$ cat src/rtl/cpuPkg.sv
// CPU package with widths, opcodes, ALU codes and pipeline register layouts
`default_nettype none

package cpuPkg;

    // ==============================
    // Widths and basic types
    // ==============================
    localparam int XLEN     = 32;
    localparam int RegAddrW = 5;
    // Word address width shared by both memory ports
    localparam int IAddrW   = 30;

    typedef logic [XLEN-1:0]     wordT;
    typedef logic [RegAddrW-1:0] regAddrT;

    // Opcode field taken from instruction bits 6 to 2
    localparam logic [4:0] OpRtype = 5'b01100;
    localparam logic [4:0] OpItype = 5'b00100;
    localparam logic [4:0] OpLoad  = 5'b00000;
    localparam logic [4:0] OpStore = 5'b01000;

    // addi x0, x0, 0
    localparam wordT Nop = 32'h0000_0013;

    typedef enum logic [3:0] {
        AluAdd = 4'd0,
        AluSub,
        AluSlt,
        AluXor,
        AluOr,
        AluAnd,
        AluSll,
        AluSrl,
        AluSra
    } aluOpT;

    // ==============================
    // Pipeline registers
    // ==============================
    typedef struct packed {
        logic [IAddrW-1:0] pc;
        wordT              instr;
    } ifIdT;

    typedef struct packed {
        logic    valid;
        logic    regWrite;
        logic    memRead;
        logic    memWrite;
        logic    aluSrc;
        aluOpT   aluOp;
        regAddrT rs1;
        regAddrT rs2;
        regAddrT rd;
        wordT    rs1Data;
        wordT    rs2Data;
        wordT    imm;
    } idExT;

    typedef struct packed {
        logic    regWrite;
        logic    memRead;
        logic    memWrite;
        regAddrT rd;
        wordT    aluResult;
        wordT    storeData;
    } exMemT;

    // Writeback bus, also the register file write port
    typedef struct packed {
        logic    regWrite;
        regAddrT rd;
        wordT    data;
    } wbT;

    typedef struct packed {
        logic              ren;
        logic              wen;
        logic [IAddrW-1:0] addr;
        wordT              wdata;
    } dmemReqT;

endpackage

`default_nettype wire

$ cat src/rtl/fetchStage.sv
// Fetch stage with program counter and IF/ID register
`timescale 1ns/1ps
`default_nettype none

module fetchStage #(
    parameter cpuPkg::wordT ResetPc = '0
) (
    input  wire                         clk,
    input  wire                         rst_n,
    input  wire                         stall,
    input  wire                         hazardStall,
    output logic [cpuPkg::IAddrW-1:0]   iAddr,
    input  wire cpuPkg::wordT           iRdata,
    output cpuPkg::ifIdT                ifId
);

    cpuPkg::wordT pc;

    // Byte PC, the port takes the word address
    assign iAddr = pc[cpuPkg::XLEN-1:2];

    always_ff @(posedge clk or negedge rst_n) begin
        if (!rst_n) begin
            pc         <= ResetPc;
            ifId.pc    <= '0;
            ifId.instr <= cpuPkg::Nop;
        end else if (!stall && !hazardStall) begin
            pc         <= pc + cpuPkg::wordT'(4);
            ifId.pc    <= pc[cpuPkg::XLEN-1:2];
            ifId.instr <= iRdata;
        end
    end

endmodule

`default_nettype wire

$ cat src/rtl/decodeStage.sv
// Decode stage with control decode, immediates, load-use detection and ID/EX register
`timescale 1ns/1ps
`default_nettype none

module decodeStage (
    input  wire                  clk,
    input  wire                  rst_n,
    input  wire                  stall,
    input  wire cpuPkg::ifIdT    ifId,
    output cpuPkg::regAddrT      rs1Addr,
    output cpuPkg::regAddrT      rs2Addr,
    input  wire cpuPkg::wordT    rs1Data,
    input  wire cpuPkg::wordT    rs2Data,
    output logic                 hazardStall,
    output cpuPkg::idExT         idEx
);

    cpuPkg::wordT instr;
    logic [4:0]   opcode;
    logic [2:0]   funct3;
    logic         legal;
    logic         useRs2;
    cpuPkg::idExT idExNext;

    // funct3 to ALU operation, alt picks sub or sra
    function automatic cpuPkg::aluOpT aluOpFor(input logic [2:0] f3, input logic alt);
        case (f3)
            3'b000:  return alt ? cpuPkg::AluSub : cpuPkg::AluAdd;
            3'b001:  return cpuPkg::AluSll;
            3'b010:  return cpuPkg::AluSlt;
            3'b100:  return cpuPkg::AluXor;
            3'b101:  return alt ? cpuPkg::AluSra : cpuPkg::AluSrl;
            3'b110:  return cpuPkg::AluOr;
            3'b111:  return cpuPkg::AluAnd;
            default: return cpuPkg::AluAdd;
        endcase
    endfunction

    assign instr   = ifId.instr;
    assign opcode  = instr[6:2];
    assign funct3  = instr[14:12];
    assign rs1Addr = instr[19:15];
    assign rs2Addr = instr[24:20];

    // ==============================
    // Control and immediate decode
    // ==============================
    always_comb begin
        legal            = 1'b0;
        useRs2           = 1'b0;
        idExNext         = '0;
        idExNext.rs1     = rs1Addr;
        idExNext.rs2     = rs2Addr;
        idExNext.rd      = instr[11:7];
        idExNext.rs1Data = rs1Data;
        idExNext.rs2Data = rs2Data;
        idExNext.aluOp   = cpuPkg::AluAdd;
        // I-type layout unless a store overrides it
        idExNext.imm     = {{20{instr[31]}}, instr[31:20]};
        case (opcode)
            cpuPkg::OpRtype: begin
                // sltu is not supported
                legal             = (funct3 != 3'b011);
                useRs2            = 1'b1;
                idExNext.regWrite = 1'b1;
                idExNext.aluOp    = aluOpFor(funct3, instr[30]);
            end
            cpuPkg::OpItype: begin
                legal             = (funct3 != 3'b011);
                idExNext.regWrite = 1'b1;
                idExNext.aluSrc   = 1'b1;
                // Bit 30 only means sra for the right-shift group
                idExNext.aluOp    = aluOpFor(funct3, instr[30] && funct3 == 3'b101);
            end
            cpuPkg::OpLoad: begin
                legal             = 1'b1;
                idExNext.regWrite = 1'b1;
                idExNext.memRead  = 1'b1;
                idExNext.aluSrc   = 1'b1;
            end
            cpuPkg::OpStore: begin
                legal             = 1'b1;
                useRs2            = 1'b1;
                idExNext.memWrite = 1'b1;
                idExNext.aluSrc   = 1'b1;
                idExNext.imm      = {{20{instr[31]}}, instr[31:25], instr[11:7]};
            end
            default: begin
                legal = 1'b0;
            end
        endcase
        // Anything else travels as a bubble
        idExNext.valid = legal;
        if (!legal) begin
            idExNext.regWrite = 1'b0;
            idExNext.memRead  = 1'b0;
            idExNext.memWrite = 1'b0;
        end
    end

    // Load in EX whose result is needed right now
    assign hazardStall = legal && idEx.memRead && idEx.rd != '0 &&
                         (idEx.rd == rs1Addr || (useRs2 && idEx.rd == rs2Addr));

    always_ff @(posedge clk or negedge rst_n) begin
        if (!rst_n) begin
            idEx.valid    <= 1'b0;
            idEx.regWrite <= 1'b0;
            idEx.memRead  <= 1'b0;
            idEx.memWrite <= 1'b0;
        end else if (!stall) begin
            idEx <= idExNext;
            if (hazardStall) begin
                idEx.valid    <= 1'b0;
                idEx.regWrite <= 1'b0;
                idEx.memRead  <= 1'b0;
                idEx.memWrite <= 1'b0;
            end
        end
    end

    // The bubble clears the load, so the hazard lasts one free cycle
    assert property (@(posedge clk) disable iff (!rst_n)
        hazardStall && !stall |=> !hazardStall)
        else $error("load-use stall held for two cycles");

endmodule

`default_nettype wire

$ cat src/rtl/regFile.sv
// Register file with 31 writable registers, two write-through read ports and x0 at zero
`timescale 1ns/1ps
`default_nettype none

module regFile (
    input  wire                    clk,
    input  wire                    rst_n,
    input  wire cpuPkg::wbT        wb,
    input  wire cpuPkg::regAddrT   rs1Addr,
    input  wire cpuPkg::regAddrT   rs2Addr,
    output cpuPkg::wordT           rs1Data,
    output cpuPkg::wordT           rs2Data
);

    // x0 keeps its reset value
    cpuPkg::wordT regs [0:31];

    // Same-cycle write is visible to the reader
    function automatic cpuPkg::wordT readPort(input cpuPkg::regAddrT addr);
        if (wb.regWrite && wb.rd != '0 && wb.rd == addr) begin
            return wb.data;
        end
        return regs[addr];
    endfunction

    always_comb begin
        rs1Data = readPort(rs1Addr);
        rs2Data = readPort(rs2Addr);
    end

    // A frozen writeback bus rewrites the same value
    always_ff @(posedge clk or negedge rst_n) begin
        if (!rst_n) begin
            for (int i = 0; i < 32; i++) begin
                regs[i] <= '0;
            end
        end else if (wb.regWrite && wb.rd != '0) begin
            regs[wb.rd] <= wb.data;
        end
    end

    assert property (@(posedge clk) disable iff (!rst_n)
        (rs1Addr != '0 || rs1Data == '0) && (rs2Addr != '0 || rs2Data == '0))
        else $error("x0 read back nonzero");

endmodule

`default_nettype wire

$ cat src/rtl/executeStage.sv
// Execute stage with operand forwarding, ALU and EX/MEM register
`timescale 1ns/1ps
`default_nettype none

module executeStage (
    input  wire                  clk,
    input  wire                  rst_n,
    input  wire                  stall,
    input  wire cpuPkg::idExT    idEx,
    input  wire cpuPkg::wbT      wb,
    output cpuPkg::exMemT        exMem
);

    cpuPkg::wordT opA;
    cpuPkg::wordT rs2Fwd;
    cpuPkg::wordT opB;
    cpuPkg::wordT aluResult;
    logic [4:0]   shamt;

    // Youngest producer wins, x0 is never forwarded
    function automatic cpuPkg::wordT forward(input cpuPkg::regAddrT rs,
                                             input cpuPkg::wordT regVal);
        if (exMem.regWrite && exMem.rd != '0 && exMem.rd == rs) begin
            return exMem.aluResult;
        end
        if (wb.regWrite && wb.rd != '0 && wb.rd == rs) begin
            return wb.data;
        end
        return regVal;
    endfunction

    // ==============================
    // Operand selection
    // ==============================
    always_comb begin
        opA    = forward(idEx.rs1, idEx.rs1Data);
        rs2Fwd = forward(idEx.rs2, idEx.rs2Data);
        opB    = idEx.aluSrc ? idEx.imm : rs2Fwd;
    end

    assign shamt = opB[4:0];

    // ==============================
    // ALU
    // ==============================
    always_comb begin
        case (idEx.aluOp)
            cpuPkg::AluAdd: aluResult = opA + opB;
            cpuPkg::AluSub: aluResult = opA - opB;
            cpuPkg::AluSlt: begin
                aluResult = {{(cpuPkg::XLEN-1){1'b0}}, $signed(opA) < $signed(opB)};
            end
            cpuPkg::AluXor: aluResult = opA ^ opB;
            cpuPkg::AluOr:  aluResult = opA | opB;
            cpuPkg::AluAnd: aluResult = opA & opB;
            cpuPkg::AluSll: aluResult = opA << shamt;
            cpuPkg::AluSrl: aluResult = opA >> shamt;
            cpuPkg::AluSra: aluResult = $signed(opA) >>> shamt;
            default:        aluResult = '0;
        endcase
    end

    always_ff @(posedge clk or negedge rst_n) begin
        if (!rst_n) begin
            exMem.regWrite <= 1'b0;
            exMem.memRead  <= 1'b0;
            exMem.memWrite <= 1'b0;
        end else if (!stall) begin
            exMem.regWrite  <= idEx.regWrite;
            exMem.memRead   <= idEx.memRead;
            exMem.memWrite  <= idEx.memWrite;
            exMem.rd        <= idEx.rd;
            exMem.aluResult <= aluResult;
            // Store data must see forwarded values too
            exMem.storeData <= rs2Fwd;
        end
    end

    assert property (@(posedge clk) disable iff (!rst_n)
        !(idEx.memRead && idEx.memWrite))
        else $error("decode issued a load and a store together");

    assert property (@(posedge clk) disable iff (!rst_n)
        idEx.valid |-> idEx.aluOp inside {[cpuPkg::AluAdd:cpuPkg::AluSra]})
        else $error("unknown ALU operation on a valid instruction");

endmodule

`default_nettype wire

$ cat src/rtl/memWbStage.sv
// MEM/WB register with writeback value selection
`timescale 1ns/1ps
`default_nettype none

module memWbStage (
    input  wire                  clk,
    input  wire                  rst_n,
    input  wire                  stall,
    input  wire cpuPkg::exMemT   exMem,
    input  wire cpuPkg::wordT    dRdata,
    output cpuPkg::wbT           wb
);

    always_ff @(posedge clk or negedge rst_n) begin
        if (!rst_n) begin
            wb.regWrite <= 1'b0;
        end else if (!stall) begin
            wb.regWrite <= exMem.regWrite;
            wb.rd       <= exMem.rd;
            // Load data arrives in the same cycle as the request
            wb.data     <= exMem.memRead ? dRdata : exMem.aluResult;
        end
    end

endmodule

`default_nettype wire

$ cat src/rtl/riscvPipeline.sv
// Five-stage RISC-V integer pipeline top, joins stages, register file and memory ports
`timescale 1ns/1ps
`default_nettype none

module riscvPipeline #(
    parameter cpuPkg::wordT ResetPc = '0
) (
    input  wire                         clk,
    input  wire                         rst_n,
    // Instruction port
    output logic [cpuPkg::IAddrW-1:0]   iAddr,
    input  wire cpuPkg::wordT           iRdata,
    input  wire                         iStall,
    // Data port
    output cpuPkg::dmemReqT             dReq,
    input  wire cpuPkg::wordT           dRdata,
    input  wire                         dStall
);

    logic            stall;
    logic            hazardStall;
    cpuPkg::ifIdT    ifId;
    cpuPkg::idExT    idEx;
    cpuPkg::exMemT   exMem;
    cpuPkg::wbT      wb;
    cpuPkg::regAddrT rs1Addr;
    cpuPkg::regAddrT rs2Addr;
    cpuPkg::wordT    rs1Data;
    cpuPkg::wordT    rs2Data;

    // Either port stalling freezes the whole pipeline
    assign stall = iStall | dStall;

    assign dReq = '{ren:   exMem.memRead,
                    wen:   exMem.memWrite,
                    addr:  exMem.aluResult[cpuPkg::XLEN-1:2],
                    wdata: exMem.storeData};

    fetchStage #(
        .ResetPc(ResetPc)
    ) uFetch (
        .clk        (clk),
        .rst_n      (rst_n),
        .stall      (stall),
        .hazardStall(hazardStall),
        .iAddr      (iAddr),
        .iRdata     (iRdata),
        .ifId       (ifId)
    );

    decodeStage uDecode (
        .clk        (clk),
        .rst_n      (rst_n),
        .stall      (stall),
        .ifId       (ifId),
        .rs1Addr    (rs1Addr),
        .rs2Addr    (rs2Addr),
        .rs1Data    (rs1Data),
        .rs2Data    (rs2Data),
        .hazardStall(hazardStall),
        .idEx       (idEx)
    );

    regFile uRegFile (
        .clk    (clk),
        .rst_n  (rst_n),
        .wb     (wb),
        .rs1Addr(rs1Addr),
        .rs2Addr(rs2Addr),
        .rs1Data(rs1Data),
        .rs2Data(rs2Data)
    );

    executeStage uExecute (
        .clk  (clk),
        .rst_n(rst_n),
        .stall(stall),
        .idEx (idEx),
        .wb   (wb),
        .exMem(exMem)
    );

    memWbStage uMemWb (
        .clk   (clk),
        .rst_n (rst_n),
        .stall (stall),
        .exMem (exMem),
        .dRdata(dRdata),
        .wb    (wb)
    );

endmodule

`default_nettype wire

$ cat config.mk
export PLATFORM = sky130hd
export DESIGN_NAME = riscvPipeline
export DESIGN_NICKNAME = d
export VERILOG_FILES = /design/src/rtl/cpuPkg.sv /design/src/rtl/fetchStage.sv /design/src/rtl/decodeStage.sv /design/src/rtl/regFile.sv /design/src/rtl/executeStage.sv /design/src/rtl/memWbStage.sv /design/src/rtl/riscvPipeline.sv
export SDC_FILE = /design/constraint.sdc
export NUM_CORES = 2
export LEC_CHECK = 0
export BUFFER_PORTS_ARGS = -buffer_cell sky130_fd_sc_hd__clkbuf_2
export CORE_ASPECT_RATIO = 2
export CORE_UTILIZATION = 40
export DETAILED_ROUTE_END_ITERATION = 16
export MAX_ROUTING_LAYER = met4
export REMOVE_ABC_BUFFERS = 1
export SYNTH_ARGS = -nofsm -noshare
export SYNTH_HDL_FRONTEND = slang
export SYNTH_SLANG_ARGS = --single-unit
$ cat constraint.sdc
create_clock -name clk -period 7.43 [get_ports clk]
set_clock_uncertainty 0.2 [all_clocks]
set_input_delay 0.743 -clock clk [delete_from_list [all_inputs] [get_ports clk]]
set_output_delay 0.743 -clock clk [all_outputs]
set_load 0.01 [all_outputs]
==> flow_metrics.env <==
export IMPL_drtAntennaViolNets=0
export IMPL_hpwl_mm=201
export IMPL_fin_area_um2=83600
export IMPL_fin_crit_ns=6.95
export IMPL_first_iter_violations=4776
export IMPL_grt_pass1_wl_mm=434
export IMPL_antenna_found_initial=35
export IMPL_ctsRootBufferMaster="clkbuf_16"
export IMPL_worst_ep_required_time_ns=7.74
export IMPL_crit_path_start="uMemWb.wb[35]"
export IMPL_r2r_start="uMemWb.wb[35]"
export IMPL_drive_above_1_share_pct=43.1
export IMPL_grt_usage_pct=33.7
export IMPL_syn_area_per_cell_um2=13.3
export IMPL_numPortBuffers=159
export IMPL_synth_warnings=0
export IMPL_worst_r2r_path_depth=21
export IMPL_die_w_um=308
export IMPL_insertion_delay_ns=0.77
export IMPL_cp_endpoint="uExecute.exMem[32]"
export IMPL_rsz0062_at_grt="no"
export IMPL_cts_tree="done"
export IMPL_ys_seq_area_share_pct=44.4
export IMPL_failed_checks="capacitance limit, slew limit"
export IMPL_place_area_um2=79000
export IMPL_grt_ovfl_total=0
export IMPL_rrSetupSlack_ns=0.48
export IMPL_ys_seq_elements=1293
export IMPL_setup_viol=0
export IMPL_wl_mm=304
export IMPL_post_cts_setup_buffers=0
export IMPL_maxSlewHeadroom_pct=-3.81
export IMPL_hp_class="input port to flip-flop"
export IMPL_first_pass_iters=7
export IMPL_yosys_most_used_dff="dfrtp_1"
export IMPL_wl_per_cell_um=37.0
export IMPL_tightest_slew_ns=1.54
export IMPL_internal_power_mw=14.2
export IMPL_ys_types=91
export IMPL_io_pins=162
export IMPL_startpoint_type="flip-flop"
export IMPL_hold_violations=0
export IMPL_seqPwrFrac_pct=43.8
export IMPL_syn_area_um2=75100
export IMPL_clock_path_buffers=3
export IMPL_clockPowerShare_pct=33.0
export IMPL_p_comb_share_pct=23.2
export IMPL_grt_start_max_net_pins=197
export IMPL_cts_buffers=119
export IMPL_critical_path_class="flip-flop to flip-flop"
export IMPL_power_net_switching_mw=6.12
export IMPL_die_area_um2=190000
export IMPL_max_cap_violations=2
export IMPL_grt_pass1_vias=55801
export IMPL_async_reset_ff_share_pct=84.4
export IMPL_clk_pin_slew_worst_paths_ns=0.08
export IMPL_final_period_utilization_pct=93.5
export IMPL_cp_arrival_ns=7.26
export IMPL_ir_drop_v=0.000195
export IMPL_path_max_fanout=17
export IMPL_nets=5758
export IMPL_clock_sinks=1293
export IMPL_areaGrowthSynthToFinish_pct=11.3
export IMPL_drc=0
export IMPL_htree_num_levels=3
export IMPL_fmax_ghz=0.144
export IMPL_status="finished with violations"
export IMPL_place_congestion=1.08
export IMPL_r2r_end="uExecute.exMem[32]"
export IMPL_viasPerCell=6.47
export IMPL_p_leak_nw=35.8
export IMPL_rows=224
export IMPL_switching_share_pct=30.1
export IMPL_synth_edff_count=202
export IMPL_start_util_pct=40.3
export IMPL_powerDensity_nw_per_um2=244
export IMPL_endpoint_kind="flip-flop"
export IMPL_die_y_um=615
export IMPL_vias=53094
export IMPL_synthCells=5633
export IMPL_finalSetupTns_ns=0
export IMPL_core_area_um2=186000
export IMPL_fill_cells=16760
export IMPL_finalMaxSlewViolations=4
[layer usage]
metal  GRT usage, %  share of wire (%)  vias up
met4           27.1                9.9        0
met5              -                  0        -
met2           54.1                 50     2285
li1               -                  -    21527
met1           35.2                 34    28224
met3           7.92                6.5     1058
[power by group through the flow]
stage	logic [mW]	registers, mW	clock network [mW]
2_1_floorplan	3.15	9.10	0
3_3_place_gp	4.61	8.92	0
3_5_place_dp	4.67	9.03	0
4_1_cts	4.68	8.89	6.82
5_1_grt	4.96	9.03	7.07
6_report	4.73	8.92	6.71
[kinds of logic after synthesis]
| logic type | after synthesis | synth area share (%) |
|---|---|---|
| mux | 1831 | 37.0 |
| compound gates | 809 | 6.97 |
| buf+inv | 724 | 4.01 |
| simple gates | 793 | 4.93 |
| xor+xnor | 83 | 0.968 |
| fa+ha+maj | 100 | 1.69 |
| flops | 1293 | 44.4 |
[sequential cells by signal, indices dropped and copies added (netlist names)]
name / flops
uDecode.idEx: 99
uExecute.exMem: 72
uFetch.ifId: 30
uFetch.pc: 30
uMemWb.wb: 38
uRegFile.regs: 1024
[how the worst min path moves through the flow]
stage	from	endpoint	slack (ns)	cells past startpoint
6_report	iRdata[15]	uFetch.ifId[15]	0.03	2
3_3_place_gp	uRegFile.regs[1015]	uRegFile.regs[1015]	0.18	0
4_1_cts	iRdata[24]	uFetch.ifId[24]	0.01	2
2_1_floorplan	uRegFile.regs[1000]	uRegFile.regs[1000]	0.17	0
5_1_grt	iRdata[15]	uFetch.ifId[15]	0.03	2
3_5_place_dp	uRegFile.regs[993]	uRegFile.regs[993]	0.18	0
[critical path, stage by stage, from the launching register on]
cell	delay, ns
edfxtp_1	0.62
xor2_1	0.25
or4b_1	0.76
nor2_4	0.21
buf_12	0.22
mux2i_1	0.21
o21ai_0	0.11
mux2_2	0.35
ha_1	0.46
or3_1	0.48
nor2_1	0.16
nand4_1	0.29
a2111oi_0	0.77
buf_4	0.23
o21ai_0	0.08
buf_4	0.19
a211oi_1	0.26
buf_4	0.17
o31ai_1	0.06
a22oi_1	0.17
buf_4	0.23
o211ai_1	0.10
[Yosys cell counts (7+ instances only)]
cell type     n  share of area [%]
o21ai_0     255                1.7
and2_1       12               0.10
a41oi_1       7              0.082
dfrtp_1    1090                 36
nor2_1      162               0.81
o22ai_1      13               0.11
clkbuf_1    418                2.1
nor2b_1       9              0.075
a22oi_1      15               0.15
mux2_2     1072                 16
xor2_1       25               0.29
buf_2        25               0.17
o211ai_1     50               0.50
nand3_1     159                1.1
a211oi_1     35               0.35
xnor2_1      58               0.68
o221ai_1     18               0.21
nand2_1     243                1.2
buf_1       104               0.52
a21o_1       36               0.36
or2_2         8              0.067
o21bai_1     20               0.20
nand2b_1     12               0.10
a311oi_1      7              0.082
a2111oi_0     9               0.10
a31oi_1      50               0.42
a221oi_1     25               0.29
a21oi_1     137               0.91
buf_4        66               0.66
mux4_2      648                 19
ha_1         98                1.6
a32oi_1      13               0.15
nand4_1      15               0.12
nor3_1      102               0.68
o31ai_1      19               0.19
edfxtp_1    202                8.1
inv_1       105               0.52
o21a_1        7              0.070
o21ai_1      15               0.10
and3_1       18               0.15
nor4_1        7              0.058
a211o_1       8              0.093
mux2i_1     111                1.5
or3_1        12               0.10
[per-stage QoR]
stage | std cells | worst slack, ns | util, % | hold slack, ns | power, mW
after floorplan | 5018 | -7.29 | - | 0.165 | 12.2
after global placement | 7935 | 0.711 | 42.4 | 0.176 | 13.5
after detailed placement | 7935 | 0.681 | 42.4 | 0.183 | 13.7
after CTS | 8172 | 0.610 | 44.7 | 0.00965 | 20.4
after global routing | 8208 | 0.244 | 44.8 | 0.0341 | 21.1
final | 8211 | 0.479 | 44.8 | 0.0331 | 20.4
[cell type report]
class	count	area [um^2]	area share, %
Antenna cell	32	80.1	0.0958
Clock buffer	181	3620	4.33
Clock inverter	43	571	0.683
Inverter	109	409	0.490
Multi-Input combinational cell	3616	39100	46.8
Sequential cell	1293	33400	40.0
Tap cell	2486	3110	3.72
Timing Repair Buffer	451	3280	3.93
[what timing repair did]
action,4_1_cts,5_1_grt
endpoints found under the hold margin,24,0
hold buffers,13,0
resized for setup,0,1
endpoints found under the setup margin,0,1
[cell usage in the layout, fill, tap and decap left out, types with 15 or more instances in the layout]
| cell type | synthesis | final |
|---|---|---|
| xor2_1 | 25 | 25 |
| ha_1 | 98 | 98 |
| mux2_2 | 1072 | 1072 |
| buf_12 | 0 | 17 |
| a211oi_1 | 35 | 35 |
| a31oi_1 | 50 | 50 |
| buf_4 | 66 | 258 |
| inv_1 | 105 | 105 |
| o21bai_1 | 20 | 20 |
| xnor2_1 | 58 | 58 |
| dfrtp_1 | 1090 | 1079 |
| nand2_1 | 243 | 232 |
| edfxtp_1 | 202 | 202 |
| nor2_4 | 0 | 16 |
| a21o_1 | 36 | 36 |
| mux2i_1 | 111 | 109 |
| nand4_1 | 15 | 15 |
| o211ai_1 | 50 | 50 |
| nor2_1 | 162 | 141 |
| diode_2 | 0 | 32 |
| and3_1 | 18 | 18 |
| mux4_2 | 648 | 648 |
| o221ai_1 | 18 | 18 |
| a22oi_1 | 15 | 15 |
| nand3_1 | 159 | 155 |
| a221oi_1 | 25 | 25 |
| clkbuf_1 | 418 | 26 |
| o21ai_1 | 15 | 18 |
| o31ai_1 | 19 | 18 |
| nor3_1 | 102 | 96 |
| a21oi_1 | 137 | 136 |
| clkbuf_16 | 0 | 123 |
| o21ai_0 | 255 | 251 |
| clkinv_2 | 0 | 15 |
| clkbuf_2 | 0 | 158 |
| clkbuf_8 | 0 | 32 |
Power figures use the tool's default switching activity.
